File: src/design/adc_sample_pkg.sv
package adc_sample_pkg;

    // --------------------
    // Lane word layout
    // --------------------
    localparam int LANE_WIDTH       = 14;  // Raw bits per deserialized lane word
    localparam int DATA_WIDTH       = 12;  // Sample data, word bits 11:0
    localparam int INFO_WIDTH       = 2;   // Info flags, word bits 13:12
    localparam int SAMPLES_PER_LANE = 4;   // Time slots per lane per clock

    // Slot 0 is the oldest sample of the clock

    // --------------------
    // Field types
    // --------------------
    typedef logic [LANE_WIDTH-1:0] lane_word_t;    // One raw lane word
    typedef logic [DATA_WIDTH-1:0] sample_data_t;  // Data field
    typedef logic [INFO_WIDTH-1:0] sample_info_t;  // Info field

    // Data and info together fill the whole word

endpackage

File: src/design/adc_tap_pkg.sv
package adc_tap_pkg;

    // --------------------
    // Delay control widths
    // --------------------
    localparam int TAP_WIDTH = 5;  // Input delay tap count, 0..31
    localparam int SEL_WIDTH = 6;  // Code picking one lane bit to load

    // One select code addresses a single lane bit
    // Codes past the last lane bit load nothing

    // --------------------
    // Types
    // --------------------
    typedef logic [TAP_WIDTH-1:0] tap_t;      // Tap value for a delay load
    typedef logic [SEL_WIDTH-1:0] bit_sel_t;  // Bit-select code

endpackage

File: src/design/adc_capture_top.sv
`timescale 1ns/10ps

module adc_capture_top
    import adc_sample_pkg::*;
    import adc_tap_pkg::*;
#(
    parameter int   NUM_LANES  = 4,                                      // Even lane count
    localparam int  NUM_BITS   = NUM_LANES * LANE_WIDTH,                 // Delay-load strobes
    localparam int  IQ_SAMPLES = (NUM_LANES / 2) * SAMPLES_PER_LANE      // Samples per rail
)
(
    input  logic                                             sys_clk,
    input  logic                                             rst,

    // --------------------
    // Control side
    // --------------------
    input  tap_t                                             dly_val,
    input  bit_sel_t                                         dly_sel,
    input  logic                                             phase_step_req,
    input  logic                                             phase_dir,

    output logic [NUM_BITS-1:0]                              bit_load,
    output tap_t [NUM_LANES-1:0]                             tap_value,
    output logic                                             phase_step,
    output logic                                             phase_dir_out,

    // --------------------
    // Sample side
    // --------------------
    input  lane_word_t [NUM_LANES-1:0][SAMPLES_PER_LANE-1:0] lane_data,
    input  logic                                             lane_valid,
    input  logic                                             lane_sync,

    output sample_data_t [IQ_SAMPLES-1:0]                    data_i,
    output sample_info_t [IQ_SAMPLES-1:0]                    info_i,
    output sample_data_t [IQ_SAMPLES-1:0]                    data_q,
    output sample_info_t [IQ_SAMPLES-1:0]                    info_q,
    output logic                                             sample_valid,
    output logic                                             sample_sync
);

    // Delay and clock-phase control decode
    tap_ctrl_decode #(
        .NUM_LANES      (NUM_LANES)
    ) tap_ctrl_decode_i (
        .sys_clk        (sys_clk),
        .rst            (rst),
        .dly_val        (dly_val),
        .dly_sel        (dly_sel),
        .phase_step_req (phase_step_req),
        .phase_dir      (phase_dir),
        .bit_load       (bit_load),
        .tap_value      (tap_value),
        .phase_step     (phase_step),
        .phase_dir_out  (phase_dir_out)
    );

    // Lane recapture and I/Q ordering, one cycle through
    sample_unpack #(
        .NUM_LANES      (NUM_LANES)
    ) sample_unpack_i (
        .sys_clk        (sys_clk),
        .rst            (rst),
        .lane_data      (lane_data),
        .lane_valid     (lane_valid),
        .lane_sync      (lane_sync),
        .data_i         (data_i),
        .data_q         (data_q),
        .info_i         (info_i),
        .info_q         (info_q),
        .sample_valid   (sample_valid),
        .sample_sync    (sample_sync)
    );

endmodule

File: src/design/sample_unpack.sv
`timescale 1ns/10ps

module sample_unpack
    import adc_sample_pkg::*;
#(
    parameter int   NUM_LANES  = 4,                                // Must be even
    localparam int  HALF_LANES = NUM_LANES / 2,                    // Lanes per I or Q group
    localparam int  IQ_SAMPLES = HALF_LANES * SAMPLES_PER_LANE     // Samples per rail
)
(
    input  logic                                             sys_clk,
    input  logic                                             rst,

    input  lane_word_t [NUM_LANES-1:0][SAMPLES_PER_LANE-1:0] lane_data,  // [lane][slot]
    input  logic                                             lane_valid,
    input  logic                                             lane_sync,

    output sample_data_t [IQ_SAMPLES-1:0]                    data_i,
    output sample_data_t [IQ_SAMPLES-1:0]                    data_q,
    output sample_info_t [IQ_SAMPLES-1:0]                    info_i,
    output sample_info_t [IQ_SAMPLES-1:0]                    info_q,
    output logic                                             sample_valid,
    output logic                                             sample_sync
);

    lane_word_t [NUM_LANES-1:0][SAMPLES_PER_LANE-1:0] lane_q;  // Recaptured words

    // --------------------
    // Recapture stage
    // --------------------
    // Words and strobes share one stage so they stay aligned
    always_ff @(posedge sys_clk)
    begin
        if (rst)
        begin
            lane_q       <= '0;
            sample_valid <= 1'b0;
            sample_sync  <= 1'b0;
        end
        else
        begin
            lane_q       <= lane_data;
            sample_valid <= lane_valid;
            sample_sync  <= lane_sync;
        end
    end

    // --------------------
    // Field split
    // --------------------
    // Lower lanes carry I, upper lanes carry Q
    // Output index is lane-in-group * SAMPLES_PER_LANE + slot
    always_comb
    begin
        for (int l = 0; l < HALF_LANES; l++)
        begin
            for (int t = 0; t < SAMPLES_PER_LANE; t++)
            begin
                // I rail from lane l
                data_i[l*SAMPLES_PER_LANE + t] = lane_q[l][t][DATA_WIDTH-1:0];
                info_i[l*SAMPLES_PER_LANE + t] = lane_q[l][t][LANE_WIDTH-1:DATA_WIDTH];
                // Q rail from lane l + HALF_LANES
                data_q[l*SAMPLES_PER_LANE + t] =
                    lane_q[l+HALF_LANES][t][DATA_WIDTH-1:0];
                info_q[l*SAMPLES_PER_LANE + t] =
                    lane_q[l+HALF_LANES][t][LANE_WIDTH-1:DATA_WIDTH];
            end
        end
    end

endmodule

File: src/design/tap_ctrl_decode.sv
`timescale 1ns/10ps

module tap_ctrl_decode
    import adc_sample_pkg::*;
    import adc_tap_pkg::*;
#(
    parameter int   NUM_LANES = 4,                       // Even lane count
    localparam int  NUM_BITS  = NUM_LANES * LANE_WIDTH   // One load strobe per lane bit
)
(
    input  logic                      sys_clk,
    input  logic                      rst,

    input  tap_t                      dly_val,         // Tap to load
    input  bit_sel_t                  dly_sel,         // Which lane bit takes it
    input  logic                      phase_step_req,  // Level request from software
    input  logic                      phase_dir,       // Step direction, high is increment

    output logic [NUM_BITS-1:0]       bit_load,        // Registered one-hot load strobes
    output tap_t [NUM_LANES-1:0]      tap_value,       // Tap copy per lane
    output logic                      phase_step,      // Single-cycle step pulse
    output logic                      phase_dir_out
);

    logic req_seen;  // Request already stepped on, cleared when request drops

    // --------------------
    // Delay-load decode
    // --------------------
    // Bit k of the strobe vector is lane k/LANE_WIDTH, bit k%LANE_WIDTH
    always_ff @(posedge sys_clk)
    begin
        if (rst)
        begin
            bit_load <= '0;
        end
        else
        begin
            for (int k = 0; k < NUM_BITS; k++)
            begin
                bit_load[k] <= (int'(dly_sel) == k);  // Out-of-range code hits nothing
            end
        end
    end

    // --------------------
    // Tap fanout
    // --------------------
    // One flop set per lane keeps the load net local to each lane's delays
    always_ff @(posedge sys_clk)
    begin
        for (int l = 0; l < NUM_LANES; l++)
        begin
            tap_value[l] <= dly_val;
        end
    end

    // --------------------
    // Phase step
    // --------------------
    always_ff @(posedge sys_clk)
    begin
        if (rst)
        begin
            req_seen      <= 1'b0;
            phase_step    <= 1'b0;
            phase_dir_out <= 1'b0;
        end
        else
        begin
            phase_step    <= phase_step_req && !req_seen;  // Fire on first high sample only
            req_seen      <= phase_step_req;               // Re-arm once request goes low
            phase_dir_out <= phase_dir;                    // Aligned with the step pulse
        end
    end

endmodule

File: config.mk
export PLATFORM = sky130hd
export DESIGN_NAME = adc_capture_top
export DESIGN_NICKNAME = d
export VERILOG_FILES = /design/src/design/adc_sample_pkg.sv /design/src/design/adc_tap_pkg.sv /design/src/design/adc_capture_top.sv /design/src/design/sample_unpack.sv /design/src/design/tap_ctrl_decode.sv
export SDC_FILE = /design/constraint.sdc
export NUM_CORES = 1
export LEC_CHECK = 0
export BUFFER_PORTS_ARGS = -buffer_cell sky130_fd_sc_hd__buf_2
export CORE_AREA = 2 2 210 212
export DETAILED_ROUTE_END_ITERATION = 7
export DIE_AREA = 0 0 212 214
export GPL_ROUTABILITY_DRIVEN = 0
export MAX_ROUTING_LAYER = met4
export PLACE_DENSITY = 0.49
export SETUP_SLACK_MARGIN = 0.15
export SLEW_MARGIN = 20
export SYNTH_ARGS = -nofsm -noshare
export SYNTH_HDL_FRONTEND = slang
export SYNTH_SLANG_ARGS = --single-unit
File: constraint.sdc
create_clock -name sys_clk -period 1.2 [get_ports sys_clk]
set_input_delay 0.06 -clock sys_clk [delete_from_list [all_inputs] [get_ports sys_clk]]
set_output_delay 0.06 -clock sys_clk [all_outputs]
set_load 0.1 [all_outputs]
==> results.md, run 1 <==
* Die X at between 200 and 250 um
* Die footprint at 45400 um2
* Clock tree buffer depth at 3
* Worst VDD drop at approximately 1100 uV
* Delay-heaviest family, CP: flip-flops
* Hold WC Path Type: input pin to flip-flop
* Fmax at a little over 800 MHz
* Final hold violations at 0
* CP endpoint kind: output pin
* RSZ-0062 raised after global routing: true
* Final worst slack at -0.0422 ns
* # DRC at 0
* Commonest non-fill, non-tap cell in the layout: buf_12
* Most frequent cells in the layout: buf_12, dfxtp_2, dlygate4sd3_1
* Crit-path slowest cell: dfxtp_4
* Worst endpoint data arrival time at between 1 and 1.5 ns
* Synth cell types at 18
* Synthesis-to-finish area growth at 148%
* Reg clk slew, reported paths at 0.06 ns
* First-pass GRT wire length at 48.7 mm
* Status: finished, violations left
* Synthesized instance count at approximately 650
* Crit path max fanout at 4
* Core box area at around 43000 um2
* Leak at 8.24 nW
* Worst path bufs/invs at 1
* Total Wirelength at 33.1 mm
* Drt first pass iters at 4
* Minimum clock period after layout at 1.24 ns
* Post-synthesis simple-gate area fraction at 23.2%
* CP startpoint kind: flip-flop
* Max Cap Viol at 0
* Root buffer cell: clkbuf_16
* HPWL Detailed at 19.2 mm
* Slew at the pin closest to its max-slew limit at 0.631 ns
* DRT antenna net count at 0
* Port Buf Inserts at about 540
* Setup CP Type: flip-flop to output pin
* Setup Buffers After CTS at 0
* Synth Area in Adders at 0%
* Sink Count at 290
* Worst skew pair latency at 0.57 ns
* Critical Path RT at approximately 1.1 ns
* Failing checks: negative setup slack
* Setup WS pre-CTS at 0.0964 ns
* Gr ovfl total at 0
* XOR/XNOR Fraction of Synth Area at 0%
* Largest net degree at the start of global routing at 116
* Fraction of layout cells with a size suffix above 1 at roughly 62%
* Synthesized area at 7910 um2
* Compound-Gate Fraction of Synth Area at 0%
* Sequential element share of the synthesized area at 73.4%
* Cell Rows at 76
* Yosys warns at 0
* Top Ports at 545
* WHS at about 0.0012 ns
* Tcrit/Tclk final at 104%
* Setup Skew at 0.0115 ns
* Largest family of logic cells by synthesized area: simple AND/OR/NAND/NOR gates
* CP Cell Sequence: buf_12
* Slew headroom at ~58%
* Wire per inst at approximately 16 um
* Syn avg cell area at about 12 um2
* Tot GR Track Use at 14.6%
* Syn Nets at 886
* Detailed Route Iter0 Violations at 229
* Initial antenna violation count at 1
* Fillcell total at 3576
* Slew Viols, Final at 0
* Vias in the first global route at 8403
* Number of diodes at 0
* Fraction of synthesized area in multiplexers at 0%
* Total CTS buffers at 31
* Initial cell density of the core at 18.4%
* Via/cell ratio at 3.64
* TritonCTS clock tree: done
* Flops & latches, synth at 290
* H-Tree Depth at 1
* P per Cell Area at about 1400 nW/um2
* Via Count at 7372
* Die Height at roughly 210 um
* Final setup fails at 19
* Final net count at 1659
* Max stage delay on crit path at 0.43 ns
==> metrics by stage <==
stage	total power, mW	instances	utilization [%]	setup TNS [ns]	instance area [um2]
2_1_floorplan	14.2	645	-	0	7930
3_3_place_gp	15.2	1730	26.6	0	11400
3_5_place_dp	15.2	1730	26.6	0	11400
4_1_cts	27.3	2027	45.5	-1.52	19500
5_1_grt	28.1	2027	45.7	-1.82	19600
6_report	27.2	2027	45.7	-0.576	19600
==> cell type report <==
cell class | count | area, um2 | area share (%)
sequential | 290 | 6220 | 31.7
timing repair buffer | 790 | 9720 | 49.6
clock inverter | 8 | 73.8 | 0.377
multi-input combinational | 305 | 1860 | 9.51
tap | 585 | 732 | 3.73
clock buffer | 49 | 993 | 5.07
==> where the power goes <==
group	switching, mW	internal (mW)	total (mW)
Clock	3.96	5.85	9.82
Combinational	4.12	2.70	6.82
Sequential	0.402	10.1	10.5
Total	8.48	18.7	27.2
==> flip-flops by register name, summed over array words and instances, names as in the netlist <==
register / cells
tap_ctrl_decode_i.req_seen: 1
tap_ctrl_decode_i.bit_load: 56
sample_unpack_i.info_q: 16
sample_unpack_i.data_q: 96
tap_ctrl_decode_i.phase_step: 1
sample_unpack_i.data_i: 96
sample_unpack_i.sample_sync: 1
tap_ctrl_decode_i.phase_dir_out: 1
tap_ctrl_decode_i.tap_value: 5
sample_unpack_i.sample_valid: 1
sample_unpack_i.info_i: 16
==> logic make-up (layout without fill, tap and decap cells) <==
kind of cell / after synthesis / in the layout
simple gates: 305 / 305
flops: 290 / 290
buf+inv: 50 / 847
==> synthesized netlist by cell type (all sizes together) <==
cell type / number / area (um2)
buf: 28 / 184
or3: 1 / 6.26
nand4: 1 / 6.26
nand2: 1 / 3.75
or3b: 2 / 17.5
nand3b: 1 / 7.51
nand4b: 4 / 35.0
nor2b: 229 / 1430
nor2: 53 / 199
or4b: 4 / 43.8
or4: 1 / 11.3
dfxtp: 290 / 5810
nand4bb: 5 / 56.3
clkbuf: 22 / 82.6
nor4: 3 / 18.8
==> metal layers <==
layer | up-vias | routed length, um | global-route usage (%)
met2 | 358 | 17700 | 27.3
met4 | 0 | 972 | 4.20
met5 | - | 0 | -
li1 | 3506 | - | -
met3 | 61 | 2420 | 4.08
met1 | 3447 | 12000 | 14.4
==> repair_timing <==
item	CTS	global route
setup endpoints to repair	304	325
endpoints found under the hold margin	284	0
hold buffers	240	0
gates resized for setup	1430	30
==> final timing paths <==
check	cells past startpoint	startpoint	end	slack, ns
max reg2reg	1	tap_ctrl_decode_i.req_seen	tap_ctrl_decode_i.phase_step	0.74
min reg2reg	1	tap_ctrl_decode_i.req_seen	tap_ctrl_decode_i.phase_step	0.39
min	4	dly_sel[4]	tap_ctrl_decode_i.bit_load[12]	0.001
max	1	tap_ctrl_decode_i.tap_value[0]	tap_value[5]	-0.04
No activity file was read; power rests on OpenSTA's default activity.
==> inputs of run 2 (changes only) <==
==> constraint.sdc (replaced) <==
create_clock -name sys_clk -period 1.3 [get_ports sys_clk]
set_input_delay 0.065 -clock sys_clk [delete_from_list [all_inputs] [get_ports sys_clk]]
set_output_delay 0.065 -clock sys_clk [all_outputs]
set_load 0.1 [all_outputs]
==> run 2 against run 1 <==
Power down 5.1%. Global-route usage down 0.76 points. Clock skew is 0.011 ns lower. Sequential cell count is the same. Cell count increased by 1.7%. Highest routed layer unchanged. The run now ends clean. Wire length grew 4.2%. Clock power shrank 2%. Die area unchanged. Combinational power is 6.5% lower.
==> results.md, run 2 (synthesis results as in run 1) <==
* # DRC at 0 (unchanged)
* R2R Path End: tap_ctrl_decode_i.phase_step (unchanged)
* Drt first pass iters at 4 (unchanged)
* Setup TNS at 0 ns (was -0.576 ns)
* Worst VDD drop at 1040 uV (was 1090 uV)
* Fraction of layout cells with a size suffix above 1 at 60.9% (was 62.5%)
* Critical Path RT at 1.72 ns (was 1.14 ns)
* Tot GR Track Use at 13.8% (was 14.6%)
* Initial antenna violation count at 3 (was 1)
* Crit path max fanout at 18 (was 4)
* Port Buf Inserts at 544 (unchanged)
* Final net count at 1689 (was 1659)
* Via/cell ratio at 3.68 (was 3.64)
* Sink Count at 290 (unchanged)
* P per Cell Area at 1290 nW/um2 (was 1390 nW/um2)
* Setup Skew at 0.0000923 ns (was 0.0115 ns)
* HPWL Detailed at 19.7 mm (was 19.2 mm)
* Fillcell total at 3599 (was 3576)
* Final setup fails at 0 (was 19)
* Max Cap Viol at 0 (unchanged)
* CP endpoint kind: flip-flop (was output pin)
* Die Height at 214 um (unchanged)
* Leak at 8.42 nW (was 8.24 nW)
* Root buffer cell: clkbuf_16 (unchanged)
* Detailed Route Iter0 Violations at 341 (was 229)
* FF-to-FF setup slack at 0.85 ns (was 0.74 ns)
* Setup Buffers After CTS at 0 (unchanged)
* Crit-path slowest cell: or4b_4 (was dfxtp_4)
* Hold WC Path Type: input pin to flip-flop (unchanged)
* Final hold violations at 0 (unchanged)
* Largest net degree at the start of global routing at 118 (was 116)
* Setup CP Type: input pin to flip-flop (was flip-flop to output pin)
* Crit. Startpoint: dly_sel[1] (was tap_ctrl_decode_i.tap_value[0])
* Minimum clock period after layout at 1.20 ns
* Commonest non-fill, non-tap cell in the layout: buf_12 (unchanged)
* Total Wirelength at 34.4 mm (was 33.1 mm)
* Vias in the first global route at 8318 (was 8403)
* Most frequent cells in the layout: buf_12, dfxtp_2, dlygate4sd3_1 (unchanged)
* Total CTS buffers at 34 (was 31)
* Via Count at 7594 (was 7372)
* Initial cell density of the core at 18.4% (unchanged)
* CP Cell Sequence: dlygate4sd3_1 -> buf_2 -> or4b_4 -> nor2_1 (was buf_12)
* Reg clk slew, reported paths at 0.06 ns (about the same)
* Wire per inst at 16.7 um (was 16.3 um)
* Slew at the pin closest to its max-slew limit at 0.629 ns (was 0.631 ns)
* Max stage delay on crit path at 0.60 ns (was 0.43 ns)
* Clock tree buffer depth at 3 (unchanged)
* Die X at 212 um (unchanged)
* Worst endpoint data arrival time at 1.62 ns (was 1.18 ns)
* Synthesis-to-finish area growth at 152% (was 148%)
* Cell Rows at 76 (unchanged)
* Gr ovfl total at 0 (unchanged)
* Worst R2R Start: tap_ctrl_decode_i.req_seen (unchanged)
* CP startpoint kind: input pin (was flip-flop)
* First-pass GRT wire length at 46.6 mm (was 48.7 mm)
* Register-to-Register Path Depth at 1 (unchanged)
* Area of the multi-input gates at 1850 um2 (was 1860 um2)
* Seq. cell area at 6200 um2 (was 6220 um2)
* Critical path endpoint: tap_ctrl_decode_i.bit_load[49] (was tap_value[5])
* Tcrit/Tclk final at between 90% and 100%
* Slew Viols, Final at 0 (unchanged)
* Fmax at 835 MHz
* Slew headroom at 58.1% (was 58.0%)
* H-Tree Depth at 2 (was 1)
* Core box area at 42900 um2 (unchanged)
* Die footprint at 45400 um2 (unchanged)
* Pwr Total at 25.8 mW (was 27.2 mW)
* RSZ-0062 raised after global routing: true (unchanged)
* TritonCTS clock tree: done (unchanged)
* DRT antenna net count at 0 (unchanged)
* Worst skew pair latency at 0.51 ns (was 0.57 ns)
* Top Ports at 545 (unchanged)
* Status: finished, final reports clean (was finished, violations left)
[run 2: cell count changes in the layout (fill, tap and decap cells not counted), sizes merged]
cell,delta
dlymetal6s4s,-2
clkbuf,+2
buf,+4
clkinvlp,-2
bufinv,+1
dlygate4sd3,+26
inv,+1
diode,+3
clkinv,+1
[run 2: final cells by class]
| type | count | area share [%] |
|---|---|---|
| diodes | 3 | 0.0376 |
| repair buffers | 817 | 50.2 |
| flip-flops and latches | 290 | 31.1 |
| multi-input cells | 305 | 9.27 |
| clock buffers | 52 | 5.16 |
| well taps | 585 | 3.67 |
| clock inverters | 9 | 0.527 |
[run 2: metrics by stage]
stage	utilization, %	std cells	hold slack [ns]	worst slack [ns]	area (um2)
after detailed placement	26.1	1733	0.170	0.190	11200
final	46.5	2061	0.0414	0.103	19900
after global placement	26.1	1733	0.170	0.214	11200
after CTS	42.5	2058	0.00471	0.0622	18200
after global routing	46.5	2061	0.0260	0.0513	19900
after floorplan	-	645	0.0927	0.192	7920
[run 2: timing repair]
item,4_1_cts,5_1_grt
hold endpoints to repair,258,0
endpoints found under the setup margin,304,214
hold buffers,264,0
resized for setup,1014,499
[run 2: where the power goes]
group | internal, mW | switching, mW | total (mW)
combinational | 2.55 | 3.83 | 6.38
sequential | 9.36 | 0.374 | 9.73
clock | 5.87 | 3.78 | 9.66
[run 2: worst min path at each step]
| stage | startpoint | depth (start not counted) | endpoint |
|---|---|---|---|
| after floorplan | dly_val[0] | 0 | tap_ctrl_decode_i.tap_value[0] |
| final | rst | 3 | tap_ctrl_decode_i.req_seen |
| after CTS | rst | 3 | sample_unpack_i.data_q[47] |
| after detailed placement | dly_val[3] | 1 | tap_ctrl_decode_i.tap_value[3] |
| after global placement | dly_val[2] | 1 | tap_ctrl_decode_i.tap_value[2] |
| after global routing | rst | 3 | tap_ctrl_decode_i.req_seen |
[run 2: metal layers]
layer	vias up	track usage (%)	share of wire (%)
met5	-	-	0
met4	0	6.22	4.3
met3	91	3.50	6.6
met2	368	25.1	54
met1	3562	13.7	35
li1	3573	-	-
[run 2: worst max-delay path: cells and delay by family]
family	cells	cell delay, ns
buffers and inverters	2	0.78
AND/OR/NAND/NOR	2	0.77
